<file path="src/logic/grav_ctrl_pkg.sv">
// #########################################################################
// control-side types, the sweep states and the state field select
// shared by the sweep FSM, the state memory and the testbench
// #########################################################################

`default_nettype none

package grav_ctrl_pkg;

	// which field of a body a host access targets
	typedef logic [1:0] field_t;

	localparam field_t FIELD_POS = 2'd0;
	localparam field_t FIELD_VEL = 2'd1;
	localparam field_t FIELD_ACC = 2'd2;

	// one body costs the six states between IDLE and DONE
	typedef enum logic [2:0] {
		IDLE, RD_VEL, CALC_VEL, WR_VEL, RD_POS, CALC_POS, WR_POS, DONE
	} sweep_state_t;

endpackage

`default_nettype wire

</file>
<file path="src/logic/integrate_fsm.sv">
// #########################################################################
// sequencer of the sweep, six states per body
// read, compute and write velocity, then the same for position
// four-phase req/ack with the host around each step
// #########################################################################

`default_nettype none

module integrate_fsm (
	input  wire logic CLK,
	input  wire logic RESET,
	input  wire logic step_req_i,
	input  wire logic last_body_i,
	output logic      cnt_clear_o,
	output logic      cnt_advance_o,
	output logic      rd_en_o,
	output logic      wr_en_o,
	output logic      pos_phase_o,
	output logic      step_ack_o,
	output logic      busy_o
);

	grav_ctrl_pkg::sweep_state_t state;
	grav_ctrl_pkg::sweep_state_t next_state;

	always_ff @(posedge CLK)
	begin
		if (RESET)
		begin
			state      <= grav_ctrl_pkg::IDLE;
			step_ack_o <= 1'b0;
		end
		else
		begin
			state <= next_state;
			// ack one cycle after DONE entry, drops with req
			step_ack_o <= (state == grav_ctrl_pkg::DONE) && step_req_i;
		end
	end

	always_comb
	begin
		next_state = state;
		unique case (state)
			grav_ctrl_pkg::IDLE:
			begin
				if (step_req_i)
					next_state = grav_ctrl_pkg::RD_VEL;
			end
			grav_ctrl_pkg::RD_VEL:
				next_state = grav_ctrl_pkg::CALC_VEL;
			grav_ctrl_pkg::CALC_VEL:
				next_state = grav_ctrl_pkg::WR_VEL;
			grav_ctrl_pkg::WR_VEL:
				next_state = grav_ctrl_pkg::RD_POS;
			grav_ctrl_pkg::RD_POS:
				next_state = grav_ctrl_pkg::CALC_POS;
			grav_ctrl_pkg::CALC_POS:
				next_state = grav_ctrl_pkg::WR_POS;
			grav_ctrl_pkg::WR_POS:
			begin
				if (last_body_i)
					next_state = grav_ctrl_pkg::DONE;
				else
					next_state = grav_ctrl_pkg::RD_VEL;
			end
			grav_ctrl_pkg::DONE:
			begin
				// hold until the host lets go of req
				if (!step_req_i)
					next_state = grav_ctrl_pkg::IDLE;
			end
			default:
				next_state = grav_ctrl_pkg::IDLE;
		endcase
	end

	// counter controls
	assign cnt_clear_o   = (state == grav_ctrl_pkg::IDLE) && step_req_i;
	assign cnt_advance_o = (state == grav_ctrl_pkg::WR_POS) && !last_body_i;

	// memory controls
	assign rd_en_o = (state == grav_ctrl_pkg::RD_VEL) || (state == grav_ctrl_pkg::RD_POS);
	assign wr_en_o = (state == grav_ctrl_pkg::WR_VEL) || (state == grav_ctrl_pkg::WR_POS);
	assign pos_phase_o = (state == grav_ctrl_pkg::RD_POS) ||
		(state == grav_ctrl_pkg::CALC_POS) || (state == grav_ctrl_pkg::WR_POS);

	assign busy_o = (state != grav_ctrl_pkg::IDLE) && (state != grav_ctrl_pkg::DONE);

endmodule

`default_nettype wire

</file>
<file path="config.mk">
export PLATFORM = sky130hd
export DESIGN_NAME = integrate_fsm
export DESIGN_NICKNAME = d
export VERILOG_FILES = /design/src/logic/grav_ctrl_pkg.sv /design/src/logic/integrate_fsm.sv
export SDC_FILE = /design/constraint.sdc
export NUM_CORES = 1
export LEC_CHECK = 0
export ABC_AREA = 1
export CAP_MARGIN = 10
export CORE_AREA = 2 2 39 41
export DETAILED_ROUTE_END_ITERATION = 10
export DIE_AREA = 0 0 41 43
export DONT_BUFFER_PORTS = 1
export PLACE_DENSITY_LB_ADDON = 0.05
export REMOVE_ABC_BUFFERS = 1
export SYNTH_ARGS = -nofsm -noshare
export SYNTH_HDL_FRONTEND = slang
export SYNTH_SLANG_ARGS = --single-unit
</file>
<file path="constraint.sdc">
create_clock -name CLK -period 1.3 [get_ports CLK]
set_input_delay 0.13 -clock CLK [delete_from_list [all_inputs] [get_ports CLK]]
set_output_delay 0.13 -clock CLK [all_outputs]
set_load 0.03 [all_outputs]
</file>
# [After elaboration in Yosys (flattened, before gate mapping)]
# Index checks and enable logic that the tools add are counted.
[classes] eq_ne=10 n_mux=4 n_reduce_logical=12
[ops] cell="3-bit case mux with 8 select lines" count=1
[ops] cell="3-bit == test, second input constant" count=4
[ops] cell="3-bit 2-to-1 mux" count=3
[ops] cell="3-bit by 2-bit == test with 1-bit output, second input constant" count=2
[ops] cell="1-bit logical AND" count=4
[ops] cell="1-bit logical OR" count=4
[ops] cell="2-bit != test, second input constant" count=2
[ops] cell="3-bit by 1-bit == test with 1-bit output, second input constant" count=1
[ops] cell="3-bit logical NOT" count=1
[ops] cell="3-bit != test, second input constant" count=1
[ops] cell="3-bit nonzero test" count=1
[ops] cell="2-bit AND reduction" count=1
[ops] cell="1-bit logical NOT" count=1
[totals] regBits=4 in_bits=4 out_inout_bits=7 elab_cells=28

# [Longest topological paths before layout]
[depth] word_depth=3 depth_mapped=6

# [Least setup slack after synthesis]
# OpenSTA, ideal clock, no wires.
[synth_timing] path_type="register to output" from="register state[0]" to="output busy_o" arrival_ns=1.165 required_time_ns=1.170 setup_slack_ns=0.005 stages_incl_launch_ff=4 n_path_buf=1 cell_sequence="dfxtp_1 > buf_6 > nor2_1 > o21ai_0"
[synth_via] elab_chain_len=2
[synth_lines] element="from (decl)" line_no="integrate_fsm.sv:23" text="grav_ctrl_pkg::sweep_state_t state;"
[synth_lines] element="from (signal assigned)" line_no="integrate_fsm.sv:30" text="state <= grav_ctrl_pkg::IDLE;"
[synth_lines] element="from (signal assigned)" line_no="integrate_fsm.sv:35" text="state <= next_state;"
[synth_lines] element="3-bit != test / 3-bit nonzero test (equally long branches)" line_no="integrate_fsm.sv:88" text="assign busy_o = (state != grav_ctrl_pkg::IDLE) && (state != grav_ctrl_pkg::DONE);"
[synth_lines] element="1-bit logical AND (*)" line_no="integrate_fsm.sv:88"
[synth_lines] element="to (decl)" line_no="integrate_fsm.sv:20" text="output logic busy_o"
# Every way passes the cells marked *; elsewhere a longest branch is shown, timed or not.

# [Worst setup path after layout]
[layout_timing] from="register state[1]" to="output cnt_advance_o"
[layout_via] elab_chain_len=2
[layout_lines] element="3-bit == test" line_no="integrate_fsm.sv:80" text="assign cnt_advance_o = (state == grav_ctrl_pkg::WR_POS) && !last_body_i;"
[layout_lines] element="1-bit logical AND" line_no="integrate_fsm.sv:80"
[layout_lines] element="to (decl)" line_no="integrate_fsm.sv:15" text="output logic cnt_advance_o,"
# Every way passes these cells.

==> results_dict.tcl <==
set metrics [dict create \
    worstPathCellList "inv_2 > nor2_2 > nand2_1 > nor2_1 > buf_4" \
    fin_hold_ws_ns 0.0438 \
    final_util 0.236 \
    cp.depth 5 \
    path_buf_inv 2 \
    finClkSkew_ns 0.00120 \
    synth_commonest_cells "14 x nand2_1, 8 x inv_1, 6 x nor2_1" \
    syn-cell-area_um2 251 \
    hold_path_class "in -> reg" \
    grt_pass1_vias 241 \
    cp_slowest_cell "dfxtp_4" \
    clockPowerShare 0.345 \
    rsz0062_at_grt "false" \
    via_per_inst 4.09 \
    fp.dieW_um 41 \
    root_buffer "clkbuf_4" \
    fmaxAchievable_mhz 832 \
    peakVddDrop_v 0.000455 \
    design_area_um2 327 \
    multiInputGateArea_um2 125 \
    start_kind "flip-flop" \
    grt_max_degree 10 \
    cap_viol_max_count 0 \
    maxSlewViolCount 0 \
    power.density_mw_per_mm2 1280 \
    yosysTopAreaCellShare 0.318 \
    cts_setup_buffers 0 \
    worstPathRequired_ns 1.17 \
    period_share 0.925 \
    num_rows 14 \
    yosys_warnings 0 \
    power_mw 0.417 \
    wl_per_cell_um 9.00 \
    arrival_ns 1.07 \
    status "finished, final reports clean" \
    cts.clk_slew.worst_paths_ns 0.03 \
    gp_congestion 0.622 \
    p_sw_mw 0.138 \
    hold_path_depth 2 \
    crit_type "reg -> out" \
    cts.sinks 4 \
    finalSetupTns_ns 0 \
    dieArea_mm2 0.00176 \
    tightestPinTransition_ns 0.292 \
    floorplan.io_pins 11 \
    relSlewSlack 0.805 \
    fill_cells 183 \
    critPathMaxStageDelay_ns 0.37 \
    grt_pass1_wl_um 924 \
    seq_area_um2 88.8 \
    fin_crit_ns 1.20 \
    post-synth-top-count-cell "nand2_1" \
    synth.yosys.seq_area_share 0.318 \
    netSwitchingFraction 0.331 \
    cts-buffers-inserted 3 \
    leakage_nw 0.169 \
    cts_tree "yes" \
    firstDrtPassIters 1 \
    ys_types 11 \
    antenna_left 0 \
    drc 0 \
    postSynthAreaPerCell_um2 5.85 \
    core_mm2 0.00138 \
    cts_htree_levels 1 \
    worstSetupEndpointType "output pin" \
    area_growth_pct 29.9 \
    comb_power_share 0.288 \
    seq_power_share 0.367 \
    path_max_fanout 6 \
    first_iter_violations 0 \
    fin_nets 55 \
    clk_latency_ns 0.23 \
    synthTopCellsByArea "dfxtp_1 32%, nand2_1 21%, inv_1 12%" \
    port_buffers 0 \
    yosysTopAreaCell "dfxtp_1" \
    dr_total_vias 266 \
    antennaDiodeCount 0 \
    synth_flop_cell "dfxtp_1" \
    report.final.hold_viol_count 0 \
    synth_edf_count 0 \
    grt_util_all_layers 0.0832 \
    initial_core_util 0.182 \
    dp_hpwl_um 479 \
    internal_power_mw 0.279 \
    placed_cell_area_um2 283 \
    rr_worst_depth 4 \
    clock_path_buffers 2 \
    async_reset_ff_frac 0 \
    syn_inst 43 \
    antenna_found_initial 0 \
    fp.dieH_um 43 \
    ys_ff_latch 4 \
    totalWireLength_um 585 \
    drive_gt1_frac 0.265 \
    crit_family "flip-flops" \
    setup_viol 0 \
    grt-ovfl-total 0 \
]
## metal layers
metal	GRT usage	vias up	part of all wire
met1	0.0929	115	0.39
met3	0.0157	0	0.074
met2	0.113	7	0.54
met4	0.100	0	0
li1	-	144	-
met5	0	-	0
## layout by cell type, fill, tap and decap left out, drive strengths merged
master	netlist	final
o21ai	3	3
buf	2	4
a21oi	1	1
nand3	3	3
clkbuf	0	3
nand2	14	14
nor2	7	7
nand4	1	1
dfxtp	4	4
dlygate4sd3	0	1
inv	8	8
## flip-flops by register name, summed over array words and instances (netlist names)
signal      flops
step_ack_o      1
state           3
## worst paths after layout
kind | startpoint | end | slack, ns
worst max-delay path | state[1] | cnt_advance_o | 0.1
worst min-delay path | step_req_i | step_ack_o | 0.04
worst max register to register | state[0] | state[0] | 0.40
worst min register to register | state[0] | step_ack_o | 0.53
## cells by family after synthesis
| logic type | after synthesis | share of synthesized area |
|---|---|---|
| compound gates | 4 | 0.0796 |
| buf+inv | 10 | 0.194 |
| flops | 4 | 0.318 |
| simple gates | 25 | 0.408 |
## final cells by class
cell class                 count  area share
multi-input combinational     29       0.383
inverter                       8      0.0920
sequential                     4       0.272
tap                           16      0.0613
timing repair buffer           5       0.123
clock buffer                   3      0.0690
## repair_timing
action,CTS,global route
gates resized for setup,2,5
setup endpoints to repair,3,5
hold endpoints to repair,1,0
hold buffers,1,0
## power groups by stage
stage / logic, mW / registers, mW / clock network [mW]
after floorplan: 0.0851 / 0.147 / 0
after global placement: 0.116 / 0.151 / 0
after detailed placement: 0.118 / 0.151 / 0
after CTS: 0.121 / 0.151 / 0.155
after global routing: 0.135 / 0.156 / 0.167
final: 0.120 / 0.153 / 0.144
## through the flow
| stage | std cells | worst slack, ns |
|---|---|---|
| floorplan | 41 | -0.0353 |
| global placement | 61 | 0.233 |
| detailed placement | 61 | 0.215 |
| CTS | 65 | 0.0365 |
| global route | 65 | 0.00281 |
| finish | 65 | 0.0979 |
Power figures use the tool's default switching activity.
