## src/include/grav_cfg.svh

```systemverilog
// #########################################################################
// build-time limits and number format of the integration sweep
// include wherever the widths, memory depth or dt shift are needed
// #########################################################################

`ifndef GRAV_CFG_SVH
`define GRAV_CFG_SVH

// signed fixed-point coordinate width
`define GRAV_COORD_W 32

// fraction bits of a coordinate, the datapath itself only shifts
`define GRAV_FRAC_W 16

// depth of the per-axis state memories
`define GRAV_MAX_BODIES 16

// dt = 2 ** -GRAV_DT_SHIFT
`define GRAV_DT_SHIFT 6

`endif

```

## src/logic/grav_num_pkg.sv

```systemverilog
// #########################################################################
// numeric types of the integrator
// coordinates plus body index and body count widths
// #########################################################################

`default_nettype none

`include "grav_cfg.svh"

package grav_num_pkg;

	// position, velocity or acceleration component
	typedef logic signed [`GRAV_COORD_W-1:0] coord_t;

	// index into the state memories
	typedef logic [$clog2(`GRAV_MAX_BODIES)-1:0] body_idx_t;

	// number of active bodies, 1 up to GRAV_MAX_BODIES
	typedef logic [$clog2(`GRAV_MAX_BODIES+1)-1:0] body_cnt_t;

	// saturation limits
	localparam coord_t COORD_MAX = {1'b0, {(`GRAV_COORD_W-1){1'b1}}};
	localparam coord_t COORD_MIN = {1'b1, {(`GRAV_COORD_W-1){1'b0}}};

endpackage

`default_nettype wire

```

## src/logic/euler_lane.sv

```systemverilog
// #########################################################################
// one axis of the Euler update, result = old + rate * dt
// dt is a power of two so the product is an arithmetic shift
// sum saturates to the coordinate range, registered output
// #########################################################################

`default_nettype none

`include "grav_cfg.svh"

module euler_lane (
	input  wire logic                 CLK,
	input  wire logic                 RESET,
	input  wire grav_num_pkg::coord_t old_i,
	input  wire grav_num_pkg::coord_t rate_i,
	output grav_num_pkg::coord_t      result_o
);

	grav_num_pkg::coord_t            delta;
	logic signed [`GRAV_COORD_W:0]   sum;
	grav_num_pkg::coord_t            sat;

	assign delta = rate_i >>> `GRAV_DT_SHIFT;

	// one guard bit catches overflow
	assign sum = {old_i[`GRAV_COORD_W-1], old_i} + {delta[`GRAV_COORD_W-1], delta};

	always_comb
	begin
		if (sum[`GRAV_COORD_W] != sum[`GRAV_COORD_W-1])
			sat = sum[`GRAV_COORD_W] ? grav_num_pkg::COORD_MIN : grav_num_pkg::COORD_MAX;
		else
			sat = sum[`GRAV_COORD_W-1:0];
	end

	always_ff @(posedge CLK)
	begin
		if (RESET)
			result_o <= '0;
		else
			result_o <= sat;
	end

endmodule

`default_nettype wire

```

## config.mk

```make
export PLATFORM = sky130hd
export DESIGN_NAME = euler_lane
export DESIGN_NICKNAME = d
export VERILOG_FILES = /design/src/logic/grav_num_pkg.sv /design/src/logic/euler_lane.sv
export VERILOG_INCLUDE_DIRS = /design/src /design/src/include
export SDC_FILE = /design/constraint.sdc
export NUM_CORES = 1
export LEC_CHECK = 0
export BUFFER_PORTS_ARGS = -buffer_cell sky130_fd_sc_hd__buf_2
export CORE_ASPECT_RATIO = 1.2
export CORE_MARGIN = 2
export CORE_UTILIZATION = 40
export DETAILED_ROUTE_END_ITERATION = 6
export PLACE_DENSITY = 0.69
export SLEW_MARGIN = 0
export SYNTH_ARGS = -nofsm -noshare
export SYNTH_HDL_FRONTEND = slang
export SYNTH_SLANG_ARGS = --single-unit
```

## constraint.sdc

```tcl
create_clock -name CLK -period 2.7 [get_ports CLK]
set_clock_uncertainty 0.1 [all_clocks]
set_input_delay 0.135 -clock CLK [delete_from_list [all_inputs] [get_ports CLK]]
set_output_delay 0.135 -clock CLK [all_outputs]
set_load 0.05 [all_outputs]
```

# Yosys cells after proc, flatten, opt, wreduce, memory -nomap -nowiden
# Index checks and enable logic that the tools add are counted.
[classes]
n_addsub = 1
n_mul = 0
div = 0
magnitude_cmp = 0
eq_ne = 1
shifts = 0
mux = 2
bitwise_logic = 0
n_reduce_logical = 0
[op_table]
columns = ["operator", "n"]
rows = [
  ["2-to-1 mux 32 bit", 2],
  ["adder 32 x 26 -> 33 bit", 1],
  ["!= test 1 bit", 1],
]
[word_totals]
regBits = 32
latchBits = 0
ramBits = 0
romBits = 0
in_bits = 66
output_inout_bits = 32
elab_cells = 5
n_memories = 0

# Depth between registers and ports, before layout
[depth]
word_depth = 3
depth_mapped = 13
mapped_depth_nobuf = 11

# Worst setup path before layout
# OpenSTA, ideal clock, no wires.
[synth_path]
kind = "input to register"
start = "in old_i[0]"
end = "reg result_o[25]"
setup_time_ns = 0.084
arrival_ns = 2.507
required_time_ns = 2.516
setup_slack_ns = 0.009
path_stages = 12
n_path_buf = 1
cell_sequence = "ha_1 -> inv_1 -> fa_1 -> nand2b_1 -> a21oi_2 -> o211ai_1 -> a211o_1 -> a22oi_2 -> a2111oi_2 -> a211o_2 -> buf_6 -> o31ai_2"
[synth_between]
elab_chain_len = 3
word_cells_on_any_way = 4
cone_classes = "add/sub (1); eq/ne (1); mux (2)"
[synth_lines]
columns = ["item", "line", "source"]
rows = [
  ["from (decl)", "euler_lane.sv:14", "input wire grav_num_pkg::coord_t old_i,"],
  ["adder 32 x 26 -> 33 bit *", "euler_lane.sv:26", "assign sum = {old_i[`GRAV_COORD_W-1], old_i} + {delta[`GRAV_COORD_W-1], delta};"],
  ["2-to-1 mux 32 bit or != test 1 bit (tied branches)", "euler_lane.sv:31, euler_lane.sv:30", ""],
  ["2-to-1 mux 32 bit *", "euler_lane.sv:30", "if (sum[`GRAV_COORD_W] != sum[`GRAV_COORD_W-1])"],
  ["to (signal assigned)", "euler_lane.sv:41", "result_o <= sat;"],
  ["to (decl)", "euler_lane.sv:16", "output grav_num_pkg::coord_t result_o"],
]
# Mark *: on every way between the ends. The rest lies on a longest branch, timed or not.
# A chain may end at the register's enable or synchronous reset.

# Worst setup path after layout
# Ends and elaborated chain as after synthesis.

==> impl_results.rst <==
.. list-table::
   :header-rows: 1

   * - Metric
     - Value
   * - Status
     - finished, final reports clean
   * - Portion of total power attributed to combinational logic
     - 53.6%
   * - Remaining antenna violation count after routing
     - 0
   * - Peak Freq
     - 0.389 GHz
   * - Kind of capture point of the worst setup path
     - register
   * - Width of the chip
     - 79.0 µm
   * - Number of max-cap violations
     - 0
   * - Global routing usage on met1
     - 24.0%
   * - # diodes
     - 0
   * - Global-route wire length before repair
     - 12,600 µm
   * - Number of nets in the finished design
     - 585
   * - Floorplan die height
     - 94.0 µm
   * - WL per Instance
     - 13.3 µm
   * - Post-synthesis register bit count
     - 32
   * - Synth Area in Compound Gates
     - 33.7%
   * - Cells taking the most area after synthesis
     - sky130_fd_sc_hd__dfxtp_1 (24%), sky130_fd_sc_hd__ha_1 (15%), sky130_fd_sc_hd__a21oi_1 (8.0%), sky130_fd_sc_hd__o21ai_0 (6.3%), sky130_fd_sc_hd__xor2_1 (4.5%)
   * - Reported net switching power
     - 896 µW
   * - Clock Pin Slew Worst Setup and Hold Paths
     - 0.07 ns
   * - P per Cell Area
     - 545 mW/mm²
   * - Number of global-route vias before repair
     - 2,963
   * - Num ports
     - 98
   * - Detailed-route vias per instance
     - 5.20
   * - Number of flip-flops in the largest register
     - 32
   * - Share of final-layout standard cells stronger than drive strength 1
     - 37.4%
   * - Most frequent cells in the layout
     - sky130_fd_sc_hd__buf_2 (91), sky130_fd_sc_hd__buf_4 (68), sky130_fd_sc_hd__a21oi_1 (43)
   * - Share of the core filled with cells in the final layout
     - 58.7%
   * - Count of mapped cells out of synthesis
     - 336
   * - Post-synthesis share of cell area spent on and, or, nand and nor gates
     - 13.6%
   * - Yosys warnings
     - 0
   * - Critical Path Fanout Max
     - 8
   * - Transition time at the pin with the least slew margin
     - 0.428 ns
   * - Effective utilization at floorplan
     - 41.7%
   * - Max-slew headroom
     - 71.4%
   * - Area share of xor/xnor cells in the synthesized design
     - 7.78%
   * - Most frequent standard cell in the layout excluding fill and tap cells
     - sky130_fd_sc_hd__buf_2
   * - IO Port Bufs
     - 91
   * - Standard-cell row count
     - 32
   * - Largest regs
     - result_o (32)
   * - Final Hold Vio Count
     - 0
   * - H-tree depth
     - 2
   * - Combinational family with the most area after synthesis
     - compound AO/OA/AOI/OAI gates
   * - Data required time of the worst path
     - 2.80 ns
   * - Tcrit/Tclk final
     - 95.2%
   * - Weighted congestion reported at the end of routability-driven placement
     - 0.910
   * - Setup crit start kind
     - primary input
   * - Synth async-reset ratio
     - 0%
   * - Total global routing overflow
     - 0
   * - Total half-perimeter wirelength after legalization and detailed placement
     - 6270 µm
   * - Routed wire length
     - 7600 µm
   * - Part of the power in registers
     - 28.2%
   * - Sequential cell area fraction in the yosys report
     - 23.7%
   * - Die Footprint
     - 0.00743 mm²
   * - Count of routing violations after the opening detailed-route iteration
     - 75
   * - First-pass iteration count of the detailed router
     - 4
   * - TritonCTS sink count
     - 32
   * - Clock buffer depth
     - 2
   * - Clock power frac
     - 18.2%
   * - Type of the worst setup path
     - in -> reg
   * - Floorplan core area
     - 0.00649 mm²
   * - Largest register by flop count
     - result_o
   * - Global-route met2 utilization
     - 39.7%
   * - Worst min-delay path class
     - in -> reg
   * - Initial antenna violation count
     - 0
   * - Final setup violation count
     - 0
   * - Cell area after technology mapping
     - 0.00270 mm²
   * - Vias
     - 2,977
   * - Proportion of netlist area held by the largest area contributor
     - 23.7%
   * - Leakage
     - 1.94 nW
   * - Worst supply voltage drop on vdd
     - 0.248 mV
   * - Critical path arrival
     - 2.67 ns
   * - CTS tree
     - built
   * - Distinct cell type count of the synthesized netlist
     - 51
   * - WHS
     - 0.119 ns
   * - Post-route DRC
     - 0
   * - Cell type with the largest total area after synthesis
     - sky130_fd_sc_hd__dfxtp_1
   * - Count of placed standard cells in the final layout, fillers left out
     - 572
   * - Post-layout min period
     - 2.57 ns
   * - Internal cell power
     - 1.18 mW
   * - Maximum number of pins on one net before global-route repair
     - 18
   * - Clock tree root driver cell
     - sky130_fd_sc_hd__clkbuf_8
   * - Most used routing layer in global routing
     - met2
   * - Synth Flop Type
     - sky130_fd_sc_hd__dfxtp_1
   * - Number of nets in the synthesized netlist
     - 435
   * - Switching power share of the total
     - 43.2%
   * - Area growth, synth to finish
     - 40.9%
   * - Multiplexer share of the synthesized area
     - 0.370%
   * - Post-synthesis share of cell area spent on full adders, half adders and majority gates
     - 15.6%
   * - Number of synthesized flops with an enable pin
     - 0
   * - Placed cells
     - 558
   * - Overall global routing resource usage
     - 20.7%
   * - Met3 usage in global routing
     - 1.73%
   * - Number of buffers inserted during clock tree synthesis
     - 5
   * - Syn Area/Cell
     - 8.04 µm²
   * - Final max-slew violation count
     - 0
-- cells in the mapped netlist (all sizes together), types with 2 or more instances --
cell type	n
a21boi	2
a21o	13
o211ai	3
nor3	5
a21oi	44
o21a	7
xor2	14
o22ai	2
dfxtp	32
buf	16
nand2	23
or2	2
a211oi	5
ha	32
or3	3
xnor2	10
o21bai	5
a211o	5
o31ai	5
nand4	7
a31oi	3
nor2	14
nand3	6
and3	2
nand2b	8
inv	13
o21ai	38
-- worst max-delay path, stage by stage --
cell,delay [ns]
sky130_fd_sc_hd__buf_2,0.08
sky130_fd_sc_hd__ha_1,0.16
sky130_fd_sc_hd__inv_1,0.05
sky130_fd_sc_hd__fa_1,0.40
sky130_fd_sc_hd__nand2b_4,0.16
sky130_fd_sc_hd__a21oi_2,0.13
sky130_fd_sc_hd__o211ai_1,0.13
sky130_fd_sc_hd__a211o_1,0.31
sky130_fd_sc_hd__a22oi_2,0.20
sky130_fd_sc_hd__a2111oi_2,0.12
sky130_fd_sc_hd__a211o_4,0.42
sky130_fd_sc_hd__buf_4,0.16
sky130_fd_sc_hd__o31ai_2,0.21
-- stage by stage --
step	area [µm²]	power (mW)	setup TNS [ns]	setup WS, ns
after global placement	3640	1.67	-2.88	-0.156
after floorplan	2700	1.34	0	0.00856
final	3810	2.07	0	0.130
after CTS	3740	2.06	0	0.0285
after detailed placement	3640	1.68	-4.72	-0.298
after global routing	3810	2.20	-0.0184	-0.0133
-- cell families after synthesis --
| kind of cell | Yosys count |
|---|---|
| AO/OA/AOI/OAI | 142 |
| AND/OR/NAND/NOR | 74 |
| adder cells (fa/ha/maj) | 33 |
| flip-flops | 32 |
| buffers and inverters | 30 |
| XOR/XNOR | 24 |
| multiplexers | 1 |
-- repair_timing --
action                                 CTS  global route
pin swaps                                1             2
setup buffers                            0             5
endpoints found under the hold margin    1             0
resized for setup                        0             7
hold buffers                             1             0
setup endpoints to repair                1            18
-- final cells by class --
type                            instances  area [µm²]
Fill cell                             616        2680
Multi-Input combinational cell        274        1940
Timing Repair Buffer                  160         976
Sequential cell                        32         641
Tap cell                               85         106
Clock buffer                            6        82.6
Inverter                               13        48.8
Clock inverter                          2        10.0
-- layer usage --
layer / wire [µm] / part of all wire [%]
met1: 3230 / 42
met2: 3980 / 52
met3: 301 / 4.0
met4: 83 / 1.1
met5: 0 / 0
-- power groups by stage --
stage / clock [mW] / combinational (mW) / sequential (mW)
floorplan: 0 / 0.425 / 0.911
global placement: 0 / 1.07 / 0.597
detailed placement: 0 / 1.09 / 0.596
CTS: 0.385 / 1.09 / 0.586
global route: 0.408 / 1.20 / 0.592
finish: 0.377 / 1.11 / 0.584
-- path summary, 6_finish.rpt --
| path | start | to | depth (start not counted) |
|---|---|---|---|
| worst max-delay path | old_i[0] | result_o[25] | 13 |
| worst min-delay path | rate_i[6] | result_o[0] | 4 |
No activity file was read; power rests on OpenSTA's default activity.
