--- src/include/grav_cfg.svh ---
// #########################################################################
// build-time limits and number format of the integration sweep
// include wherever the widths, memory depth or dt shift are needed
// #########################################################################

`ifndef GRAV_CFG_SVH
`define GRAV_CFG_SVH

// signed fixed-point coordinate width
`define GRAV_COORD_W 32

// fraction bits of a coordinate, the datapath itself only shifts
`define GRAV_FRAC_W 16

// depth of the per-axis state memories
`define GRAV_MAX_BODIES 16

// dt = 2 ** -GRAV_DT_SHIFT
`define GRAV_DT_SHIFT 6

`endif

--- src/logic/grav_num_pkg.sv ---
// #########################################################################
// numeric types of the integrator
// coordinates plus body index and body count widths
// #########################################################################

`default_nettype none

`include "grav_cfg.svh"

package grav_num_pkg;

	// position, velocity or acceleration component
	typedef logic signed [`GRAV_COORD_W-1:0] coord_t;

	// index into the state memories
	typedef logic [$clog2(`GRAV_MAX_BODIES)-1:0] body_idx_t;

	// number of active bodies, 1 up to GRAV_MAX_BODIES
	typedef logic [$clog2(`GRAV_MAX_BODIES+1)-1:0] body_cnt_t;

	// saturation limits
	localparam coord_t COORD_MAX = {1'b0, {(`GRAV_COORD_W-1){1'b1}}};
	localparam coord_t COORD_MIN = {1'b1, {(`GRAV_COORD_W-1){1'b0}}};

endpackage

`default_nettype wire

--- src/logic/body_counter.sv ---
// #########################################################################
// body index for the integration sweep
// clear latches the active body count, advance steps to the next body
// #########################################################################

`default_nettype none

module body_counter (
	input  wire logic                     CLK,
	input  wire logic                     RESET,
	input  wire logic                     clear_i,
	input  wire logic                     advance_i,
	input  wire grav_num_pkg::body_cnt_t  body_num_i,
	output grav_num_pkg::body_idx_t       body_idx_o,
	output logic                          last_body_o
);

	grav_num_pkg::body_idx_t idx_q;
	grav_num_pkg::body_cnt_t num_q;

	always_ff @(posedge CLK)
	begin
		if (RESET)
		begin
			idx_q <= '0;
			num_q <= grav_num_pkg::body_cnt_t'(1);
		end
		else if (clear_i)
		begin
			idx_q <= '0;
			num_q <= body_num_i;
		end
		else if (advance_i)
			idx_q <= idx_q + 1'b1;
	end

	assign body_idx_o = idx_q;

	// count is one-based, index zero-based
	assign last_body_o = ({1'b0, idx_q} == num_q - 1'b1);

endmodule

`default_nettype wire

--- config.mk ---
export PLATFORM = sky130hd
export DESIGN_NAME = body_counter
export DESIGN_NICKNAME = d
export VERILOG_FILES = /design/src/logic/grav_num_pkg.sv /design/src/logic/body_counter.sv
export VERILOG_INCLUDE_DIRS = /design/src /design/src/include
export SDC_FILE = /design/constraint.sdc
export NUM_CORES = 1
export LEC_CHECK = 0
export BUFFER_PORTS_ARGS = -buffer_cell sky130_fd_sc_hd__clkbuf_2
export CAP_MARGIN = 20
export CORE_AREA = 5 5 42 44
export DETAILED_ROUTE_END_ITERATION = 12
export DIE_AREA = 0 0 47 49
export PLACE_DENSITY_LB_ADDON = 0.3
export SLEW_MARGIN = 20
export SYNTH_ARGS = -nofsm -noshare
export SYNTH_HDL_FRONTEND = slang
export SYNTH_SLANG_ARGS = --single-unit
export TNS_END_PERCENT = 5
--- constraint.sdc ---
create_clock -name CLK -period 1.9 [get_ports CLK]
set_input_delay 0.285 -clock CLK [delete_from_list [all_inputs] [get_ports CLK]]
set_output_delay 0.285 -clock CLK [all_outputs]
set_load 0.01 [all_outputs]
# == Yosys cells after proc, flatten, opt, wreduce, memory -nomap -nowiden ==
# Cells that the tools add are included.
# word_totals
out_inout_bits,5
elab_cells,6
register_bits,9
# op_classes
reduce_logical,1
n_eq_ne,1
addsub,2
# ops
operator,n
4-bit by 5-bit equality test with 1-bit output,1
5-bit by 1-bit subtractor with 5-bit output (second input constant),1
4-bit by 1-bit adder with 4-bit output (second input constant),1
2-bit OR reduction,1

# == Depth between registers and ports, before layout ==
# Gate-level depths: netlist (run 1).
# depth
depth_word,2
depth_mapped,5
mapped_depth_nobuf,5

# == Worst setup path after synthesis (run 1) ==
# No wires, ideal clock.
# synth_path
path_type,reg2out
from,reg num_q[0]
to,out last_body_o
required_ns,1.615
setup_slack_ns,0.405
stages_incl_launch_ff,6
t_arrival_ns,1.210
path_cell_list,dfxtp_1 inv_1 ha_1 xor2_1 o32ai_1 o2111a_1
# synth_between
elab_chain_len,2
# synth_rtl
item,line,text
start: declaration,body_counter.sv:19,grav_num_pkg::body_cnt_t num_q;
start signal: assignment,body_counter.sv:26,num_q <= grav_num_pkg::body_cnt_t'(1);
start signal: assignment,body_counter.sv:31,num_q <= body_num_i;
5-bit by 1-bit subtractor with 5-bit output,body_counter.sv:40,"assign last_body_o = ({1'b0, idx_q} == num_q - 1'b1);"
4-bit by 5-bit equality test with 1-bit output,body_counter.sv:40,
end: declaration,body_counter.sv:15,output logic last_body_o
# No other way between the ends.

# == Worst setup path in the final report (run 1) ==
# Same ends and word-level chain as after synthesis.

==> impl_metrics.ini, run 1 <==
[power_and_ir_drop]
power.share.clock_pct = 35.6
power_frac_comb_pct = 14.2
switching_share_pct = 24.8
switchingPower_uw = 102
p_leak_uw = 0.000264
power_density_nw_per_um2 = 729
internal_power_uw = 309
power_uw = 411
peakVddDrop_uv = 374
seq_power_share_pct = 50.3

[synth]
synth_top_family_by_area = simple AND/OR/NAND/NOR gates
synth_compound_area_share_pct = 7.12
synth_seq_cells = 9
synth_top_area_share_pct = 39.5
synth_xor_xnor_area_share_pct = 15.3
yosys.area_share.adder_pct = 5.48
synth_largest_area_cell = dfxtp_1
synth_cell_types = 18
syn_nets = 59
ys_seq_area_share_pct = 39.5
yosysWarnings = 0
syn_avg_cell_area_um2 = 9.51
muxShareOfSynthArea_pct = 11.0
synth_area_leaders = dfxtp_1 (39%), xor2_1 (12%), mux2i_1 (11%)
netlist_area_um2 = 457
yosys.area_share.simple_pct = 17.3
syn_inst = 48

[worst_setup_path]
cp_num_cells = 6
crit_path_top_delay_cell = dfxtp_2
crit_type = flip-flop to output port
worst-r2r-cell-count = 3
rrSetupSlack_ns = 0.91
critical_path_arrival_ns = 1.54
critPathTopFamily = compound AO/OA/AOI/OAI gates
cp_num_buf_inv = 2
worstPathRequired_ns = 1.62
cpPeakStageDelay_ns = 0.34
start_kind = flip-flop
crit_path_cell_trace = inv_1, ha_2, xor2_1, o32ai_1, o2111a_1, buf_2
cp_max_fo = 4
worstSetupEndpointType = output port

[die]
die_w_um = 47
start_util_pct = 32.6
die_h_um = 49
rows = 14
core_area_um2 = 1400
ios = 14
dieArea_um2 = 2300

[clocking]
h-tree-depth = 1
cts-buffers-inserted = 3
post_cts_buffers = 0
cts.sinks = 9
root_buffer = clkbuf_4
clk_pin_slew_ns = 0.06
clkLatencyLatePin_ns = 0.25
clockBufferDepth = 2
postCtsHoldBufs = 0
cts_tree = built

[final_layout]
seq_area_um2 = 183
nets = 75
multi_input_comb_area_um2 = 259
final_area_um2 = 564
drive_above_1_share_pct = 30.2
n_antenna_cell = 0
syn2layout_area_growth_pct = 23.6
fin_cells = 79
fillers = 154

[timing]
rsz0062_at_grt = no
period_share_pct = 96.2
period_needed_ns = 1.83
worst_slew_pin_slew_ns = 0.268
skew_ns = 0.000171
drv_slew = 0
hold_viol_final = 0
fmax_mhz = 547
slew_headroom_pct = 82.1
tns_ns = 0
setup_viol = 0

[detailed_routing]
drtAntennaViolNets = 0
drt_iter0_drc = 1
drc = 0
viasPerCell = 4.67
detail_route.wl_per_cell_um = 11.0
drt-pass1-iter-count = 2
routed_wl_um = 866
vias = 369

[placed_design]
dp_cells = 75
place_area_um2 = 533
portBuffers = 13
gp_congestion = 0.673
hpwl_um = 695

[grt]
grt_pass1_vias = 327
grtUsageTotal_pct = 8.40
antenna_found_initial = 0
grt_max_degree = 11
grt-ovfl-total = 0
grt_pass1_wl_um = 1400

[status]
status = completed

[hold_path]
min_path_cells = 3
hp-class = input port to flip-flop

[flow_run]
drv_cap = 0
==> flip-flops by register name, indices dropped and copies added, names as in the netlist <==
name / cells
body_idx_o: 4
num_q: 5
==> layer usage <==
layer / part of all wire, % / up-vias / routed length (µm) / global-route usage (%)
met2: 49 / 5 / 426 / 12.4
li1: - / 198 / - / -
met4: 0.46 / 0 / 4 / 4.15
met1: 45 / 164 / 393 / 10.4
met5: 0 / - / 0 / 0
met3: 4.8 / 2 / 42 / 2.95
==> tightest hold or removal path: stages <==
cell      delay (ns)
clkbuf_2        0.08
nand2_1         0.04
o211ai_1        0.07
==> cell usage after synthesis <==
| cell type | number |
|---|---|
| nor2_1 | 4 |
| a21oi_1 | 1 |
| nand2_1 | 2 |
| dfxtp_1 | 9 |
| nand3b_1 | 1 |
| o2111a_1 | 1 |
| xor2_1 | 6 |
| o32ai_1 | 1 |
| nand4b_1 | 2 |
| ha_1 | 2 |
| inv_1 | 3 |
| buf_2 | 1 |
| clkbuf_1 | 1 |
| xnor2_1 | 2 |
| nand4_1 | 1 |
| o211ai_1 | 1 |
| mux2i_1 | 5 |
| nor3_1 | 5 |
==> cell usage in the layout, fill, tap and decap left out <==
cell type / n
nor3_1: 5
a21oi_1: 1
o211ai_1: 1
o2111a_1: 1
xnor2_1: 2
nand4_1: 1
inv_1: 3
buf_2: 1
mux2i_1: 5
nand2_1: 2
dfxtp_1: 7
clkbuf_1: 1
nand3b_1: 1
o32ai_1: 1
xor2_1: 6
nand4b_1: 2
nor2_1: 4
ha_2: 1
clkbuf_2: 12
ha_1: 1
clkbuf_4: 3
dfxtp_2: 2
==> per-stage QoR <==
stage               worst slack (ns)  utilization [%]  hold WS [ns]
floorplan                      0.405                -         0.415
CTS                          0.00401             40.0         0.254
detailed placement             0.244             38.0         0.518
global placement               0.270             38.0         0.509
finish                        0.0723             40.3         0.252
global route                 0.00444             40.3         0.275
==> layout make-up <==
cell class	count	area share [%]
clock buffer	4	4.66
inverter	3	2.00
multi-input combinational	34	45.9
sequential	9	32.4
tap	16	3.55
timing repair buffer	13	11.5
==> cells by family after synthesis <==
group	count (synthesis)
fa+ha+maj	2
xor+xnor	8
flops	9
mux	5
simple gates	15
buf+inv	5
compound gates	4
==> final timing paths <==
| kind | start | endpoint |
|---|---|---|
| max | num_q[0] | last_body_o |
| min | body_num_i[0] | num_q[0] |
| max reg2reg | body_idx_o[0] | body_idx_o[1] |
| min reg2reg | num_q[1] | num_q[1] |
==> repair_timing <==
action,4_1_cts,5_1_grt
setup endpoints to repair,1,1
resized for setup,1,3
pin swaps,0,0
==> power by group through the flow <==
stage / combinational (µW) / clock [µW] / sequential, µW
global route: 65.2 / 163 / 208
global placement: 58.0 / 0 / 210
finish: 58.2 / 146 / 207
floorplan: 40.7 / 0 / 209
CTS: 58.9 / 150 / 207
detailed placement: 59.0 / 0 / 211
Power figures use the tool's default switching activity.
==> run 2: changes to the inputs <==
--- a/config.mk
+++ b/config.mk
@@ -7,6 +7,7 @@
 export NUM_CORES = 1
 export LEC_CHECK = 0
+export ABC_AREA = 1
 export BUFFER_PORTS_ARGS = -buffer_cell sky130_fd_sc_hd__clkbuf_2
-export CAP_MARGIN = 20
+export CAP_MARGIN = 15
 export CORE_AREA = 5 5 42 44
 export DETAILED_ROUTE_END_ITERATION = 12
==> constraint.sdc (replaced) <==
create_clock -name CLK -period 1.9 [get_ports CLK]
set_input_delay 0.285 -clock CLK [delete_from_list [all_inputs] [get_ports CLK]]
set_output_delay 0.285 -clock CLK [all_outputs]
set_load 0.05 [all_outputs]
==> impl_metrics.ini, run 2 <==
[grt]
use_met2_pct = 15.4
grt_util_met3_pct = 3.69
grtUsageTotal_pct = 10.8
met1_usage_pct = 11.9
grt_pass1_wl_um = 1770
grt_pass1_vias = 469
grt_max_degree = 9
busiest_layer = met2
grt-ovfl-total = 0
antenna_found_initial = 0

[detailed_routing]
drt_iter0_drc = 3
detail_route.wl_per_cell_um = 9.19
drc = 0
viasPerCell = 4.69
drtAntennaViolNets = 0
drt-pass1-iter-count = 4
routed_wl_um = 1010
vias = 516

[clocking]
clockBufferDepth = 2
h-tree-depth = 1
clkLatencyLatePin_ns = 0.26
root_buffer = clkbuf_4
cts-buffers-inserted = 3
cts_tree = built
clk_pin_slew_ns = 0.06
postCtsHoldBufs = 0
cts.sinks = 9

[worst_setup_path]
critPathTopFamily = simple AND/OR/NAND/NOR gates
crit_type = flip-flop to output port
cp_num_buf_inv = 2
crit_path_cell_trace = inv_2, ha_2, or2_4, nand3_2, nand3_2, nor2_4, buf_8
rr_startpoint = body_idx_o[0]
crit_top_cell = nand3_2
critical_path_arrival_ns = 1.54
cp-startpoint = num_q[0]
start_kind = flip-flop
crit_path_top_delay_cell = dfxtp_2
cpPeakStageDelay_ns = 0.34
cp_max_fo = 4
worstPathRequired_ns = 1.62
worstSetupEndpointType = output port

[synth]
synth_top_area_share_pct = 35.5
netlist_area_um2 = 508
synth-async-reset-ratio_pct = 0
syn_avg_cell_area_um2 = 6.60
synth_common_cells = nand2_1 (20), dfxtp_1 (9), nor2_1 (9)
ys_seq_area_share_pct = 35.5
synth_seq_cells = 9
synth_largest_area_cell = dfxtp_1
synth_area_leaders = dfxtp_1 (35%), nand2_1 (15%), o21ai_0 (7.9%)
syn_inst = 77
yosysWarnings = 0
synth_cell_types = 15
synth.most_common_cell = nand2_1
synth-main-ff-cell = dfxtp_1
syn_nets = 88
synth_enable_flop_cells = 0

[power_and_ir_drop]
p_leak_uw = 0.000306
internal_power_uw = 323
seq_power_share_pct = 44.3
switchingPower_uw = 142
power_uw = 465
power_density_nw_per_um2 = 726
power_frac_comb_pct = 23.2
switching_share_pct = 30.5
peakVddDrop_uv = 371
power.share.clock_pct = 32.4

[die]
die_h_um = 49
core_area_um2 = 1400
dieArea_um2 = 2300
rows = 14
die_w_um = 47
ios = 14
start_util_pct = 36.2

[status]
status = completed

[timing]
setup_viol = 0
period_needed_ns = 1.82
worst_slew_pin_slew_ns = 0.276
hold_ws_ns = 0.229
slew_headroom_pct = 81.7
fmax_mhz = 549
hold_viol_final = 0
period_share_pct = 95.9
skew_ns = 0.000285
drv_slew = 0

[final_layout]
final_core_util_pct = 45.7
final_common_cell = nand2_1
nets = 106
syn2layout_area_growth_pct = 26.1
drive_above_1_share_pct = 31.9
layout_common_cells = nand2_1 (20), clkbuf_2 (12), nor2_1 (9)
largest_reg_flops = 5
n_antenna_cell = 0
regMostFlops = num_q

[placed_design]
hpwl_um = 804
gp_congestion = 0.783
portBuffers = 13

[flow_run]
drv_cap = 0

[hold_path]
min_from = body_num_i[0]
hp-class = input port to flip-flop
## run 2: cell count changes in the layout (fill, tap and decap cells not counted), sizes merged, moves of 2 or more
cell and change:
a21oi +6, inv +9, mux2i -5, nand2 +18, nand3 +4, nand4b -2
nor2 +7, nor3 -4, o21ai +8, xor2 -6
## run 2: per-stage QoR
step	std cells	area (µm²)	TNS, ns	setup WS (ns)
after global routing	110	641	-0.0122	-0.0122
after detailed placement	106	593	0	0.222
after floorplan	77	508	0	0.114
after global placement	106	593	0	0.247
after CTS	110	629	0	0.0353
final	110	641	0	0.0774
## run 2: tightest hold or removal path, stage by stage
cell	delay (ns)
clkbuf_2	0.07
a21oi_1	0.05
o21ai_0	0.05
## run 2: metal layers
metal  wire length, µm  up-vias  share of wire, %
met5                 0        -                 0
met4                31        0               3.1
met3                63        4               6.2
met2               450       12                45
met1               465      222                46
li1                  -      278                 -
## run 2: path summary, 6_finish.rpt
path	slack [ns]	to	depth (start not counted)
worst max register to register	0.93	body_idx_o[2]	4
worst max-delay path	0.08	last_body_o	7
worst min register to register	0.48	num_q[4]	2
worst min-delay path	0.23	num_q[0]	3
## run 2: cell type report
cell class | instances | area [µm²]
Tap cell | 16 | 20.0
Clock buffer | 4 | 26.3
Inverter | 12 | 45.0
Multi-Input combinational cell | 56 | 293
Sequential cell | 9 | 181
Timing Repair Buffer | 13 | 75.1
Fill cell | 160 | 761
## run 2: power groups by stage
stage	Sequential, µW	Clock, µW	Combinational (µW)
after floorplan	216	0	65.9
after detailed placement	210	0	95.3
final	206	151	108
after CTS	206	155	101
after global routing	208	167	121
after global placement	210	0	94.0
## run 2: timing repair
item / CTS / global route
setup buffers: 0 / 0
pin swaps: 0 / 1
endpoints found under the hold margin: 0 / 0
gates resized for setup: 3 / 4
setup endpoints to repair: 1 / 1
## run 2: cell families after synthesis
family	Yosys count	share of synthesized area, %
buffers and inverters	12	8.87
AO/OA/AOI/OAI	15	14.8
adder cells (fa/ha/maj)	2	4.93
AND/OR/NAND/NOR	38	34.2
flip-flops	9	35.5
XOR/XNOR	1	1.72
